<file path="src/dmaPkg.sv">
// Shared widths, register-port codes, command enum and mode bits; imported by all DMA RTL
package dmaPkg;

  localparam int numChannels  = 4;
  localparam int addrWidth    = 16;
  localparam int dataWidth    = 8;
  localparam int chanIdxWidth = 2;
  localparam int regAddrWidth = 4;

  // 8237 port addresses above the per-channel registers
  localparam logic [regAddrWidth-1:0] regStatus      = 4'd8;
  localparam logic [regAddrWidth-1:0] regSingleMask  = 4'd10;
  localparam logic [regAddrWidth-1:0] regMode        = 4'd11;
  localparam logic [regAddrWidth-1:0] regClearFf     = 4'd12;
  localparam logic [regAddrWidth-1:0] regMasterClear = 4'd13;
  localparam logic [regAddrWidth-1:0] regClearMask   = 4'd14;
  localparam logic [regAddrWidth-1:0] regAllMask     = 4'd15;

  // Bit positions in the mode and single-mask bytes
  localparam int modeChanLsb      = 0;
  localparam int maskSetBit       = 2;
  localparam int modeAutoInitBit  = 4;
  localparam int modeDecrementBit = 5;

  typedef enum logic [3:0] {
    cmdNone,
    cmdChanAddr,
    cmdChanCount,
    cmdStatus,
    cmdSingleMask,
    cmdMode,
    cmdClearFf,
    cmdMasterClear,
    cmdClearMask,
    cmdAllMask
  } dmaCmd;

  // Addresses 0..7 alternate address/count per channel
  function automatic dmaCmd decodeCmd(input logic [regAddrWidth-1:0] regAddr);
    if (!regAddr[regAddrWidth-1])
    begin
      return regAddr[0] ? cmdChanCount : cmdChanAddr;
    end
    case (regAddr)
      regStatus:      return cmdStatus;
      regSingleMask:  return cmdSingleMask;
      regMode:        return cmdMode;
      regClearFf:     return cmdClearFf;
      regMasterClear: return cmdMasterClear;
      regClearMask:   return cmdClearMask;
      regAllMask:     return cmdAllMask;
      default:        return cmdNone;
    endcase
  endfunction

endpackage
</file>
<file path="src/dmaBusIf.sv">
// Decoded register-write bus from the command decoder to every DMA channel
interface dmaBusIf import dmaPkg::*; ();

  logic                    wrAddr;
  logic                    wrCount;
  logic [chanIdxWidth-1:0] wrChan;
  logic                    highByte;
  logic [dataWidth-1:0]    wrData;
  logic                    clearAll;

  modport decode (
    output wrAddr,
    output wrCount,
    output wrChan,
    output highByte,
    output wrData,
    output clearAll
  );

  modport chan (
    input wrAddr,
    input wrCount,
    input wrChan,
    input highByte,
    input wrData,
    input clearAll
  );

endinterface

</file>
<file path="src/dmaTop.sv">
// Four-channel DMA register file top level, instanced by the testbench as the DUT
module dmaTop import dmaPkg::*; (
  input  logic                    dif,
  input  logic                    rstN,
  input  logic                    wrStb,
  input  logic                    rdStb,
  input  logic [regAddrWidth-1:0] regAddr,
  input  logic [dataWidth-1:0]    wrData,
  input  logic                    step,
  input  logic [chanIdxWidth-1:0] stepChan,
  output logic [dataWidth-1:0]    rdData,
  output logic                    rdValid,
  output logic [addrWidth-1:0]    addrOut,
  output logic                    addrValid,
  output logic                    eop
);

  dmaBusIf bus ();

  logic [numChannels-1:0]  autoInit;
  logic [numChannels-1:0]  decrement;
  logic [numChannels-1:0]  masked;
  logic [numChannels-1:0]  stepValid;
  logic [numChannels-1:0]  tcPulse;
  logic [addrWidth-1:0]    currAddr [numChannels];
  logic [addrWidth-1:0]    currCount [numChannels];
  logic [addrWidth-1:0]    stepAddr [numChannels];
  dmaCmd                   rdCmd;
  logic                    rdValidCmd;
  logic [chanIdxWidth-1:0] rdChan;
  logic                    highByte;

  dmaCommandRegs uCmd (
    .dif        (dif),
    .rstN       (rstN),
    .wrStb      (wrStb),
    .rdStb      (rdStb),
    .regAddr    (regAddr),
    .wrData     (wrData),
    .tcPulse    (tcPulse),
    .bus        (bus),
    .autoInit   (autoInit),
    .decrement  (decrement),
    .masked     (masked),
    .rdCmd      (rdCmd),
    .rdValidCmd (rdValidCmd),
    .rdChan     (rdChan),
    .highByte   (highByte)
  );

  for (genvar i = 0; i < numChannels; i++)
  begin : genChan
    dmaChannel #(.chanIndex(i)) uChan (
      .dif       (dif),
      .rstN      (rstN),
      .bus       (bus),
      .autoInit  (autoInit[i]),
      .decrement (decrement[i]),
      .masked    (masked[i]),
      .step      (step),
      .stepChan  (stepChan),
      .currAddr  (currAddr[i]),
      .currCount (currCount[i]),
      .stepAddr  (stepAddr[i]),
      .stepValid (stepValid[i]),
      .tcPulse   (tcPulse[i])
    );
  end

  dmaReadPort uRead (
    .dif        (dif),
    .rstN       (rstN),
    .rdCmd      (rdCmd),
    .rdValidCmd (rdValidCmd),
    .rdChan     (rdChan),
    .highByte   (highByte),
    .currAddr   (currAddr),
    .currCount  (currCount),
    .tcPulse    (tcPulse),
    .rdData     (rdData),
    .rdValid    (rdValid)
  );

  // Only the addressed channel responds, idle ones drive zero
  always_comb
  begin
    addrOut = '0;
    for (int i = 0; i < numChannels; i++)
      addrOut = addrOut | stepAddr[i];
  end

  assign addrValid = |stepValid;
  assign eop       = |tcPulse;

endmodule

</file>
<file path="src/dmaReadPort.sv">
// Registered CPU read mux with the sticky terminal-count status bits
module dmaReadPort import dmaPkg::*; (
  input  logic                    dif,
  input  logic                    rstN,
  input  dmaCmd                   rdCmd,
  input  logic                    rdValidCmd,
  input  logic [chanIdxWidth-1:0] rdChan,
  input  logic                    highByte,
  input  logic [addrWidth-1:0]    currAddr [numChannels],
  input  logic [addrWidth-1:0]    currCount [numChannels],
  input  logic [numChannels-1:0]  tcPulse,
  output logic [dataWidth-1:0]    rdData,
  output logic                    rdValid
);

  logic [numChannels-1:0] tcBits;
  logic [addrWidth-1:0]   selWord;
  logic [dataWidth-1:0]   selByte;
  logic                   statusRead;

  assign statusRead = rdValidCmd && (rdCmd == cmdStatus);
  assign selWord    = (rdCmd == cmdChanAddr) ? currAddr[rdChan] : currCount[rdChan];
  assign selByte    = highByte ? selWord[addrWidth-1:dataWidth] : selWord[dataWidth-1:0];

  // Status read clears, but a pulse landing on that edge survives
  always_ff @(posedge dif)
  begin
    if (!rstN)
      tcBits <= '0;
    else if (statusRead)
      tcBits <= tcPulse;
    else
      tcBits <= tcBits | tcPulse;
  end

  always_ff @(posedge dif)
  begin
    case (rdCmd)
      cmdChanAddr,
      cmdChanCount: rdData <= selByte;
      cmdStatus:    rdData <= {{(dataWidth-numChannels){1'b0}}, tcBits};
      default:      rdData <= '0;
    endcase
  end

  always_ff @(posedge dif)
  begin
    if (!rstN)
      rdValid <= 1'b0;
    else
      rdValid <= rdValidCmd;
  end

endmodule

</file>
<file path="src/dmaChannel.sv">
// One DMA channel: base/current address and count registers plus the transfer step
module dmaChannel import dmaPkg::*; #(
  parameter int chanIndex = 0
) (
  input  logic                    dif,
  input  logic                    rstN,
  dmaBusIf.chan                   bus,
  input  logic                    autoInit,
  input  logic                    decrement,
  input  logic                    masked,
  input  logic                    step,
  input  logic [chanIdxWidth-1:0] stepChan,
  output logic [addrWidth-1:0]    currAddr,
  output logic [addrWidth-1:0]    currCount,
  output logic [addrWidth-1:0]    stepAddr,
  output logic                    stepValid,
  output logic                    tcPulse
);

  logic [addrWidth-1:0] baseAddr;
  logic [addrWidth-1:0] baseCount;
  logic                 selected;
  logic                 doStep;
  logic                 atTc;

  // Replace one byte of a 16-bit register
  function automatic logic [addrWidth-1:0] putByte(input logic [addrWidth-1:0] word,
                                                   input logic                  hi,
                                                   input logic [dataWidth-1:0]  data);
    logic [addrWidth-1:0] result;
    result = word;
    if (hi)
      result[addrWidth-1:dataWidth] = data;
    else
      result[dataWidth-1:0] = data;
    return result;
  endfunction

  assign selected = (bus.wrChan == chanIdxWidth'(chanIndex));
  assign doStep   = step && (stepChan == chanIdxWidth'(chanIndex)) && !masked;
  assign atTc     = (currCount == '0);

  always_ff @(posedge dif)
  begin
    if (!rstN || bus.clearAll)
    begin
      baseAddr <= '0;
      currAddr <= '0;
    end
    else if (bus.wrAddr && selected)
    begin
      baseAddr <= putByte(baseAddr, bus.highByte, bus.wrData);
      currAddr <= putByte(currAddr, bus.highByte, bus.wrData);
    end
    else if (doStep)
    begin
      if (atTc && autoInit)
        currAddr <= baseAddr;
      else if (decrement)
        currAddr <= currAddr - 1'b1;
      else
        currAddr <= currAddr + 1'b1;
    end
  end

  // Count wraps to all-ones at terminal count when not reloading
  always_ff @(posedge dif)
  begin
    if (!rstN || bus.clearAll)
    begin
      baseCount <= '0;
      currCount <= '0;
    end
    else if (bus.wrCount && selected)
    begin
      baseCount <= putByte(baseCount, bus.highByte, bus.wrData);
      currCount <= putByte(currCount, bus.highByte, bus.wrData);
    end
    else if (doStep)
    begin
      if (atTc && autoInit)
        currCount <= baseCount;
      else
        currCount <= currCount - 1'b1;
    end
  end

  // Step outputs stay zero when idle so the top can OR them
  always_ff @(posedge dif)
  begin
    if (!rstN)
    begin
      stepAddr  <= '0;
      stepValid <= 1'b0;
      tcPulse   <= 1'b0;
    end
    else
    begin
      stepAddr  <= doStep ? currAddr : '0;
      stepValid <= doStep;
      tcPulse   <= doStep && atTc;
    end
  end

endmodule

</file>
<file path="src/dmaCommandRegs.sv">
// CPU register-port decoder holding byte pointer, mode bits and channel masks
module dmaCommandRegs import dmaPkg::*; (
  input  logic                    dif,
  input  logic                    rstN,
  input  logic                    wrStb,
  input  logic                    rdStb,
  input  logic [regAddrWidth-1:0] regAddr,
  input  logic [dataWidth-1:0]    wrData,
  input  logic [numChannels-1:0]  tcPulse,
  dmaBusIf.decode                 bus,
  output logic [numChannels-1:0]  autoInit,
  output logic [numChannels-1:0]  decrement,
  output logic [numChannels-1:0]  masked,
  output dmaCmd                   rdCmd,
  output logic                    rdValidCmd,
  output logic [chanIdxWidth-1:0] rdChan,
  output logic                    highByte
);

  dmaCmd                   cmd;
  logic                    bytePtr;
  logic [chanIdxWidth-1:0] wrSelChan;
  logic [numChannels-1:0]  maskBits;
  logic [numChannels-1:0]  maskNext;
  logic [numChannels-1:0]  tcMask;

  assign cmd       = decodeCmd(regAddr);
  assign wrSelChan = wrData[modeChanLsb +: chanIdxWidth];

  // Write strobes go out in the same cycle, channels register them
  assign bus.wrAddr   = wrStb && (cmd == cmdChanAddr);
  assign bus.wrCount  = wrStb && (cmd == cmdChanCount);
  assign bus.wrChan   = regAddr[chanIdxWidth:1];
  assign bus.highByte = bytePtr;
  assign bus.wrData   = wrData;
  assign bus.clearAll = wrStb && (cmd == cmdMasterClear);

  assign rdCmd      = rdStb ? cmd : cmdNone;
  assign rdValidCmd = rdStb;
  assign rdChan     = regAddr[chanIdxWidth:1];
  assign highByte   = bytePtr;

  // Low/high byte flip-flop, toggled by any address or count access
  always_ff @(posedge dif)
  begin
    if (!rstN)
      bytePtr <= 1'b0;
    else if (wrStb && (cmd == cmdClearFf || cmd == cmdMasterClear))
      bytePtr <= 1'b0;
    else if ((wrStb || rdStb) && (cmd == cmdChanAddr || cmd == cmdChanCount))
      bytePtr <= !bytePtr;
  end

  always_ff @(posedge dif)
  begin
    if (!rstN || bus.clearAll)
    begin
      autoInit  <= '0;
      decrement <= '0;
    end
    else if (wrStb && cmd == cmdMode)
    begin
      autoInit[wrSelChan]  <= wrData[modeAutoInitBit];
      decrement[wrSelChan] <= wrData[modeDecrementBit];
    end
  end

  // A channel ending its count without autoinit masks itself at once
  assign tcMask = tcPulse & ~autoInit;
  assign masked = maskBits | tcMask;

  always_comb
  begin
    maskNext = masked;
    if (wrStb)
    begin
      case (cmd)
        cmdMasterClear: maskNext = '1;
        cmdAllMask:     maskNext = wrData[numChannels-1:0];
        cmdClearMask:   maskNext = '0;
        cmdSingleMask:  maskNext[wrSelChan] = wrData[maskSetBit];
        default:        maskNext = masked;
      endcase
    end
  end

  always_ff @(posedge dif)
  begin
    if (!rstN)
      maskBits <= '1;
    else
      maskBits <= maskNext;
  end

endmodule

</file>
<file path="config.mk">
export PLATFORM = sky130hd
export DESIGN_NAME = dmaTop
export DESIGN_NICKNAME = d
export VERILOG_FILES = /design/src/dmaPkg.sv /design/src/dmaBusIf.sv /design/src/dmaTop.sv /design/src/dmaReadPort.sv /design/src/dmaChannel.sv /design/src/dmaCommandRegs.sv
export SDC_FILE = /design/constraint.sdc
export NUM_CORES = 1
export LEC_CHECK = 0
export ABC_AREA = 1
export BUFFER_PORTS_ARGS = -buffer_cell sky130_fd_sc_hd__buf_2
export CORE_ASPECT_RATIO = 1.2
export CORE_UTILIZATION = 60
export DETAILED_ROUTE_END_ITERATION = 6
export PLACE_DENSITY = 0.8
export SLEW_MARGIN = 20
export SYNTH_ARGS = -nofsm -noshare
export SYNTH_HDL_FRONTEND = slang
export SYNTH_HIERARCHICAL = 1
export SYNTH_SLANG_ARGS = --single-unit
</file>
<file path="constraint.sdc">
create_clock -name dif -period 4.51 [get_ports dif]
set_clock_uncertainty 0.15 [all_clocks]
set_input_delay 1.1275 -clock dif [delete_from_list [all_inputs] [get_ports dif]]
set_output_delay 1.1275 -clock dif [all_outputs]
set_load 0.03 [all_outputs]
</file>
==> run metrics, run 1 <==
outcome completed; Total Negative Setup Slacks 0 ns; total setup violations reported at the end of the flow 0; crit path time final 3.07 ns; post-cts hold buffer count 0; pins over their slew limit 0; iteration-0 DRC count of the detailed router 2072; RSZ-0062 raised after global routing false; number of instances resized during post-cts repair 0; delay contributed by the slowest stage of the critical path 0.38 ns; biggest fanout along the worst timing path 19; proportion of layout cells with a drive suffix above 1 8.80%; first-pass GRT wire length ~110000 µm; post-synth design cell area 0.0221 mm²; 1st-pass router iterations 7; sinks on the clock net 354; num rows 76; root buf cell sky130_fd_sc_hd__clkbuf_16; vias in the first global route 21.6k; hold violation count in the final report 0; Area Overhead vs Synth 7.39%; fraction of power consumed by sequential logic between 40% and 50%; share of the synthesized netlist area taken by xor and xnor gates ~1.3%; area fraction in and, or, nand and nor cells after synthesis 33.7%; Critical Setup Path Class primary input to flip-flop; initial antenna violation count 1; fraction of the mapped netlist area in adder cells 3.98%; share of total power in combinational logic 13.4%; post-synth net total 3564; most frequent standard cell in the layout excluding fill and tap cells sky130_fd_sc_hd__nand2_1; most frequent cells in the layout sky130_fd_sc_hd__nand2_1 (888), sky130_fd_sc_hd__inv_1 (456), sky130_fd_sc_hd__dfxtp_1 (353); Placer Congestion slightly below 1; effective utilization at floorplan about three fifths; average wire per cell in the routed design 18.3 µm; TritonCTS clock tree built; class of the worst hold path flip-flop to flip-flop; Worst Hold Margin 0.294 ns; DP Worst Slack about 1 ns; Worst setup EP type flip-flop; net switching power of the design between 2000 and 2500 µW; core footprint 0.0361 mm²; Reg clk slew, reported paths 0.06 ns; endpoint arrival time on the critical path ~3.4 ns; kind of start point of the critical path primary input; relative max-transition margin between 20% and 30%; Num CTS Buffers 38; latest clock arrival within the worst-skew pair 0.55 ns; mux contribution to synthesized area 0%; total number of vias between 20k and 25k; crit-path leading delay family simple AND/OR/NAND/NOR gates; count of state elements after synthesis approximately 350; H-tree depth reported by CTS 2; number of antenna-violating nets in the routed design 0; share of the synthesized area in compound gates (AO/OA/AOI/OAI) 17.4%; count of synthesis-stage warnings from yosys 6; net switching fraction of the power between 20 and 30%; Pleak 0.0113 µW; post-CTS setup-driven buffer insertion count 0; EDFF count, synth 0; max capacitance violation total 0; sum of overflow across all layers after global routing 0; Final Routed Wirelength just over 70000 µm; mean instance size in the synthesized netlist approximately 6.4 µm²; drc violations 0; Antenna diodes 0; IR drop worst, VDD 0.000283 V; cell with the largest stage delay on the worst path sky130_fd_sc_hd__clkinv_1; share of flip-flops with an asynchronous set or reset 0%; Die Outline Area between 0.03 and 0.04 mm²; total number of nets in the final design 3560; number of instances in the synthesized netlist 3477; floorplan die height 212 µm; largest family of logic cells by synthesized area simple AND/OR/NAND/NOR gates; Seq/Total Area, Yosys 32.0%; Crit path buffers/inverters 4; pwr/cell area 309 mW/mm²; worst slew pin tran 1.14 ns; clock network fraction of design power 42.2%; average vias per placed instance 5.83; clk buf depth 3; critical path required time 4.83 ns; max frequency 325 MHz; Main synth FF type sky130_fd_sc_hd__dfxtp_1; maximum number of pins on one net before global-route repair slightly above 70; final clock period utilization by the worst path 68.2%; Port Buffers 45; ports placed on the boundary between 40 and 50; Die Wd approximately 180 µm; overall routing resource usage between 30% and 40%; worst path cell trace buf_2 > inv_1 > nor2_1 > buf_4 > nand3_2 > nor2_4 > clkinv_1 > nand2_1 > o21ai_0 > a21oi_2; detailed placer's ending HPWL between 50000 and 60000 µm; final setup margin 1.44 ns; Cell variety after synth 42; cell-internal power ~5300 µW
-- final timing paths --
check,startpoint,end,slack (ns),cells past startpoint
max,wrStb,genChan[3].uChan/currCount[10],1.44,10
min,genChan[3].uChan/baseCount[11],genChan[3].uChan/baseCount[11],0.29,2
max reg2reg,uCmd/autoInit[3],genChan[3].uChan/stepAddr[5],1.59,8
min reg2reg,genChan[3].uChan/baseCount[11],genChan[3].uChan/baseCount[11],0.29,2
-- power groups by stage --
stage | logic, µW | registers (µW) | clock network [µW]
2_1_floorplan | 703 | 3300 | 0
3_3_place_gp | 927 | 3330 | 0
3_5_place_dp | 946 | 3330 | 0
4_1_cts | 955 | 3260 | 3120
5_1_grt | 1070 | 3270 | 3250
6_report | 983 | 3260 | 3100
-- cell families after synthesis --
family | count (synthesis)
simple gates | 1684
compound gates | 725
xor+xnor | 33
fa+ha+maj | 68
buf+inv | 613
flops | 354
-- synthesized netlist by cell type (2+ instances only) --
library cell / n / share of area (%)
sky130_fd_sc_hd__nand3_1: 262 / 5.9
sky130_fd_sc_hd__nand2_1: 888 / 15
sky130_fd_sc_hd__xnor2_1: 16 / 0.63
sky130_fd_sc_hd__and2_1: 4 / 0.11
sky130_fd_sc_hd__or2_1: 2 / 0.057
sky130_fd_sc_hd__a21oi_1: 274 / 6.2
sky130_fd_sc_hd__o22ai_1: 3 / 0.085
sky130_fd_sc_hd__nor2_1: 338 / 5.7
sky130_fd_sc_hd__o211ai_1: 59 / 2.0
sky130_fd_sc_hd__nand4_1: 31 / 0.88
sky130_fd_sc_hd__clkinv_1: 6 / 0.10
sky130_fd_sc_hd__buf_2: 43 / 0.97
sky130_fd_sc_hd__nand3_2: 23 / 1.0
sky130_fd_sc_hd__buf_4: 21 / 0.71
sky130_fd_sc_hd__buf_6: 16 / 0.81
sky130_fd_sc_hd__o21ai_1: 41 / 0.93
sky130_fd_sc_hd__nor3_4: 3 / 0.22
sky130_fd_sc_hd__clkbuf_1: 52 / 0.88
sky130_fd_sc_hd__fa_1: 4 / 0.36
sky130_fd_sc_hd__a21boi_1: 4 / 0.14
sky130_fd_sc_hd__nor2_2: 24 / 0.68
sky130_fd_sc_hd__inv_2: 19 / 0.32
sky130_fd_sc_hd__inv_1: 456 / 7.7
sky130_fd_sc_hd__nand4_4: 4 / 0.38
sky130_fd_sc_hd__ha_1: 64 / 3.6
sky130_fd_sc_hd__or2_2: 30 / 0.85
sky130_fd_sc_hd__nor2_4: 23 / 1.2
sky130_fd_sc_hd__a211oi_1: 10 / 0.34
sky130_fd_sc_hd__nor3_1: 16 / 0.36
sky130_fd_sc_hd__nand2_2: 17 / 0.48
sky130_fd_sc_hd__a21oi_2: 6 / 0.24
sky130_fd_sc_hd__o21ai_2: 2 / 0.079
sky130_fd_sc_hd__nand3b_1: 16 / 0.54
sky130_fd_sc_hd__xor2_1: 17 / 0.67
sky130_fd_sc_hd__dfxtp_1: 354 / 32
sky130_fd_sc_hd__o21ai_0: 323 / 7.3
-- worst reg2reg max path, cell delays in order, from the launching register on --
cell and delay, ns:
sky130_fd_sc_hd__dfxtp_1 0.54, sky130_fd_sc_hd__inv_1 0.14, sky130_fd_sc_hd__nand2_1 0.16, sky130_fd_sc_hd__nand2_1 0.11, sky130_fd_sc_hd__nor2_1 0.40, sky130_fd_sc_hd__nand3_1 0.29
sky130_fd_sc_hd__nor2_1 0.21, sky130_fd_sc_hd__clkinv_1 0.49, sky130_fd_sc_hd__nor2_1 0.33
-- stage by stage --
stage / util, % / instance area (µm²) / total power (µW) / instances
after floorplan: - / 22100 / 4010 / 3477
after global placement: 62.3 / 22500 / 4260 / 3901
after detailed placement: 62.3 / 22500 / 4280 / 3901
after CTS: 65.7 / 23800 / 7330 / 3969
after global routing: 65.7 / 23800 / 7590 / 3969
final: 65.7 / 23800 / 7350 / 3969
-- metal layers --
metal / vias to the layer above / GRT usage (%) / routed length, µm
met5: - / 0 / 0
met4: 0 / 26.1 / 5080
met3: 275 / 5.29 / 5510
met2: 1047 / 64.9 / 34400
met1: 10600 / 45.1 / 27800
li1: 11200 / - / -
-- area by class of cell --
class                   count  area, µm²
clock buffers              52       1110
clock inverters            16        119
fillers                  3427      12400
inverters                 481       1810
multi-input cells        2510      12500
flip-flops and latches    354       7090
well taps                 468        586
repair buffers             88        561
-- flip-flops by register name (all words and copies together) (netlist names) --
signal	flops
genChan.uChan/stepAddr	64
uRead/tcBits	4
genChan.uChan/stepValid	4
genChan.uChan/baseAddr	64
genChan.uChan/currCount	64
uCmd/decrement	4
uCmd/autoInit	4
uRead/rdData	8
uCmd/bus.highByte	1
uCmd/maskBits	4
genChan.uChan/tcPulse	4
genChan.uChan/currAddr	64
genChan.uChan/baseCount	64
uRead/rdValid	1
Power figures use the tool's default switching activity.
==> run 2: changes to the inputs <==
--- a/config.mk
+++ b/config.mk
@@ -5,7 +5,7 @@
 export SDC_FILE = /design/constraint.sdc
 export NUM_CORES = 1
 export LEC_CHECK = 0
-export ABC_AREA = 1
+export ABC_AREA = 0
 export BUFFER_PORTS_ARGS = -buffer_cell sky130_fd_sc_hd__buf_2
 export CORE_ASPECT_RATIO = 1.2
 export CORE_UTILIZATION = 60
==> constraint.sdc (replaced) <==
create_clock -name dif -period 3.05 [get_ports dif]
set_clock_uncertainty 0.15 [all_clocks]
set_input_delay 0.7625 -clock dif [delete_from_list [all_inputs] [get_ports dif]]
set_output_delay 0.7625 -clock dif [all_outputs]
set_load 0.03 [all_outputs]
==> run metrics, run 2 <==
Critical Setup Path Class flip-flop to flip-flop (was primary input to flip-flop); net switching power of the design 2920 µW (was 2070 µW); iteration-0 DRC count of the detailed router 2253 (was 2072); share of flip-flops with an asynchronous set or reset 0% (unchanged); ports placed on the boundary 46 (unchanged); total number of nets in the final design 2503 (was 3560); Total Negative Setup Slacks 0 ns (unchanged); area share of the leading cell type in the synthesized netlist 36.3% (was 32.0%); post-synth net total 2427 (was 3564); max frequency 344 MHz; initial antenna violation count 2 (was 1); Worst setup EP type flip-flop (unchanged); min-delay src genChan[2].uChan/baseCount[7] (was genChan[3].uChan/baseCount[11]); commonest cells in the netlist sky130_fd_sc_hd__nand2_1 (429), sky130_fd_sc_hd__dfxtp_1 (354), sky130_fd_sc_hd__a21oi_1 (300) (was sky130_fd_sc_hd__nand2_1 (888), sky130_fd_sc_hd__inv_1 (456), sky130_fd_sc_hd__dfxtp_1 (354)); effective utilization at floorplan 60.7% (was 61.2%); end of the worst register-to-register path genChan[1].uChan/currAddr[12] (was genChan[3].uChan/stepAddr[5]); cell with the most instances after synthesis sky130_fd_sc_hd__nand2_1 (unchanged); Top Usage Layer GRT met2 (unchanged); fraction of met3 tracks used by global routing 7.19% (was 5.29%); Die Wd 167 µm (was 177 µm); core footprint 0.0322 mm² (was 0.0361 mm²); sinks on the clock net 354 (unchanged); outcome completed (unchanged); cell type with the largest total area after synthesis sky130_fd_sc_hd__dfxtp_1 (unchanged); critical path required time 3.39 ns (was 4.83 ns); post-route insts no fill 2854 (was 3969); number of antenna-violating nets in the routed design 0 (unchanged); clk buf depth 3 (unchanged); detailed placer's ending HPWL 49500 µm (was 52200 µm); average vias per placed instance 6.73 (was 5.83); pwr/cell area 488 mW/mm² (was 309 mW/mm²); number of placed cells counting well taps 2783 (was 3901); Num CTS Buffers 38 (unchanged); biggest fanout along the worst timing path 11 (was 19); Main synth FF type sky130_fd_sc_hd__dfxtp_1 (unchanged); pins over their slew limit 0 (unchanged); Port Buffers 45 (unchanged); worst path cell trace fa_1 > a211oi_2 > o21bai_1 > and4_1 > o211a_1 > o21ai_0 > or3b_1 > a21oi_1 (was buf_2 > inv_1 > nor2_1 > buf_4 > nand3_2 > nor2_4 > clkinv_1 > nand2_1 > o21ai_0 > a21oi_2); mean instance size in the synthesized netlist 8.34 µm² (was 6.36 µm²); Area Overhead vs Synth 12.4% (was 7.39%); 1st-pass router iterations 6 (was 7); count of state elements after synthesis 354 (unchanged); Global Route met1 Usage 50.2% (was 45.1%); root buf cell sky130_fd_sc_hd__clkbuf_16 (unchanged); average wire per cell in the routed design 23.9 µm (was 18.3 µm); IR drop worst, VDD 0.000490 V (was 0.000283 V); share of total power in combinational logic 11.8% (was 13.4%); net switching fraction of the power 27.3% (was 28.2%); total placed instance area 0.0207 mm² (was 0.0225 mm²); Placer Congestion 1.00 (was 0.973); delay contributed by the slowest stage of the critical path 0.60 ns (was 0.38 ns); Die Outline Area 0.0333 mm² (was 0.0376 mm²); instance count along the most critical hold path 2 (unchanged); EDFF count, synth 0 (unchanged); first-pass GRT wire length 103000 µm (was 114000 µm); floorplan die height 200 µm (was 212 µm); latest clock arrival within the worst-skew pair 0.55 ns (about the same); most frequent cells in the layout sky130_fd_sc_hd__nand2_1 (429), sky130_fd_sc_hd__dfxtp_1 (353), sky130_fd_sc_hd__a21oi_1 (300) (was sky130_fd_sc_hd__nand2_1 (888), sky130_fd_sc_hd__inv_1 (456), sky130_fd_sc_hd__dfxtp_1 (353)); overall routing resource usage 40.4% (was 38.4%); total setup violations reported at the end of the flow 0 (unchanged); number of instances in the synthesized netlist 2340 (was 3477); setup slack of the most critical reg-to-reg path 0.14 ns (was 1.59 ns); met2 Resource Use GR 65.9% (was 64.9%); final clock period utilization by the worst path a little over nine tenths; worst flop-to-flop path startpoint uCmd/decrement[1] (was uCmd/autoInit[3]); fraction of power consumed by sequential logic 45.2% (was 44.4%); TritonCTS clock tree built (unchanged); total number of vias 19.2k (was 23.2k); number of filler cells placed in the layout 2652 (was 3427); Reg clk slew, reported paths 0.06 ns (about the same); hold violation count in the final report 0 (unchanged); worst slew pin tran 0.744 ns (was 1.14 ns); cell-internal power 7780 µW (was 5280 µW); Final Routed Wirelength 68100 µm (was 72800 µm); drc violations 0 (unchanged); sum of overflow across all layers after global routing 0 (unchanged); crit path time final 2.91 ns; H-tree depth reported by CTS 2 (unchanged); count of cells along the worst register-to-register path 8 (unchanged); relative max-transition margin 50.0% (was 23.8%); max capacitance violation total 0 (unchanged); num rows 72 (was 76); Seq/Total Area, Yosys 36.3% (was 32.0%); biggest area contributors in the synthesized netlist sky130_fd_sc_hd__dfxtp_1 (36%), sky130_fd_sc_hd__nand2_1 (8.2%), sky130_fd_sc_hd__a21oi_1 (7.7%), sky130_fd_sc_hd__ha_1 (4.1%), sky130_fd_sc_hd__o21ai_0 (4.1%) (was sky130_fd_sc_hd__dfxtp_1 (32%), sky130_fd_sc_hd__nand2_1 (15%), sky130_fd_sc_hd__inv_1 (7.7%), sky130_fd_sc_hd__o21ai_0 (7.3%), sky130_fd_sc_hd__a21oi_1 (6.2%)); RSZ-0062 raised after global routing false (unchanged); class of the worst hold path flip-flop to flip-flop (unchanged); post-synth design cell area 0.0195 mm² (was 0.0221 mm²); Worst setup startpoint uCmd/decrement[1] (was wrStb); endpoint arrival time on the critical path 3.25 ns (was 3.39 ns); count of synthesis-stage warnings from yosys 6 (unchanged); worst setup path end genChan[1].uChan/currAddr[12] (was genChan[3].uChan/currCount[10]); Cell variety after synth 97 (was 42); cell with the largest stage delay on the worst path sky130_fd_sc_hd__fa_1 (was sky130_fd_sc_hd__clkinv_1); clock network fraction of design power 43.0% (was 42.2%); kind of start point of the critical path flip-flop (was primary input); post-route design area 0.0219 mm² (was 0.0238 mm²); vias in the first global route 18.0k (was 21.6k); proportion of layout cells with a drive suffix above 1 13.3% (was 8.80%); Worst Hold Margin 0.299 ns (was 0.294 ns); maximum number of pins on one net before global-route repair 50 (was 71); Pleak 0.00942 µW (was 0.0113 µW); most frequent standard cell in the layout excluding fill and tap cells sky130_fd_sc_hd__nand2_1 (unchanged)
==> run 2: cells by family (layout without fill, tap and decap cells) <==
group,Yosys count,after routing,share of synthesized area [%]
buf+inv,176,280,4.25
fa+ha+maj,68,68,4.51
xor+xnor,73,73,3.27
compound gates,750,750,23.6
simple gates,849,849,21.9
mux,70,70,6.15
flops,354,354,36.3
other cells,0,3,0
==> run 2: worst max-delay path: cells and delay by family (launching register included) <==
kind            cells  cell delay, ns
simple gates        2            0.61
fa+ha+maj           1            0.60
flops               1            0.51
compound gates      5            0.96
==> run 2: cell type report <==
| cell class | instances | area, µm² | share of cell area, % |
|---|---|---|---|
| multi-input combinational | 1810 | 11600 | 53.0 |
| inverter | 29 | 109 | 0.496 |
| timing repair buffer | 183 | 1350 | 6.15 |
| clock buffer | 51 | 1080 | 4.93 |
| tap | 407 | 509 | 2.32 |
| antenna | 3 | 7.51 | 0.0342 |
| sequential | 354 | 7090 | 32.3 |
| clock inverter | 17 | 156 | 0.713 |
==> run 2: power by group through the flow <==
| stage | Clock [µW] | Combinational (µW) | Sequential, µW |
|---|---|---|---|
| global route | 4820 | 1350 | 4840 |
| detailed placement | 0 | 1230 | 4940 |
| floorplan | 0 | 859 | 4880 |
| CTS | 4630 | 1230 | 4830 |
| finish | 4600 | 1270 | 4840 |
| global placement | 0 | 1200 | 4930 |
==> run 2: per-stage QoR <==
| step | utilization, % | power, µW | setup slack, ns |
|---|---|---|---|
| 2_1_floorplan | - | 5740 | 0.146 |
| 3_5_place_dp | 64.3 | 6160 | 0.0521 |
| 6_report | 68.2 | 10700 | 0.143 |
| 3_3_place_gp | 64.3 | 6140 | 0.111 |
| 4_1_cts | 68.2 | 10700 | 0.170 |
| 5_1_grt | 68.2 | 11000 | 0.0342 |
==> run 2: worst min path at each step <==
stage	to
3_3_place_gp	genChan[0].uChan/baseCount[7]
3_5_place_dp	genChan[1].uChan/baseCount[11]
5_1_grt	genChan[3].uChan/baseCount[11]
6_report	genChan[2].uChan/baseCount[7]
4_1_cts	genChan[0].uChan/baseAddr[13]
2_1_floorplan	genChan[0].uChan/baseCount[10]
==> run 2: routing by layer <==
layer / vias to the layer above / wire length, µm
li1: 8753 / -
met1: 9084 / 26100
met2: 1136 / 31200
met3: 245 / 6950
met4: 0 / 3960
met5: - / 0
==> run 2: timing repair <==
item	in CTS	in global routing
resized for setup	0	1
hold buffers	0	0
setup buffers	0	0
endpoints found under the setup margin	0	3
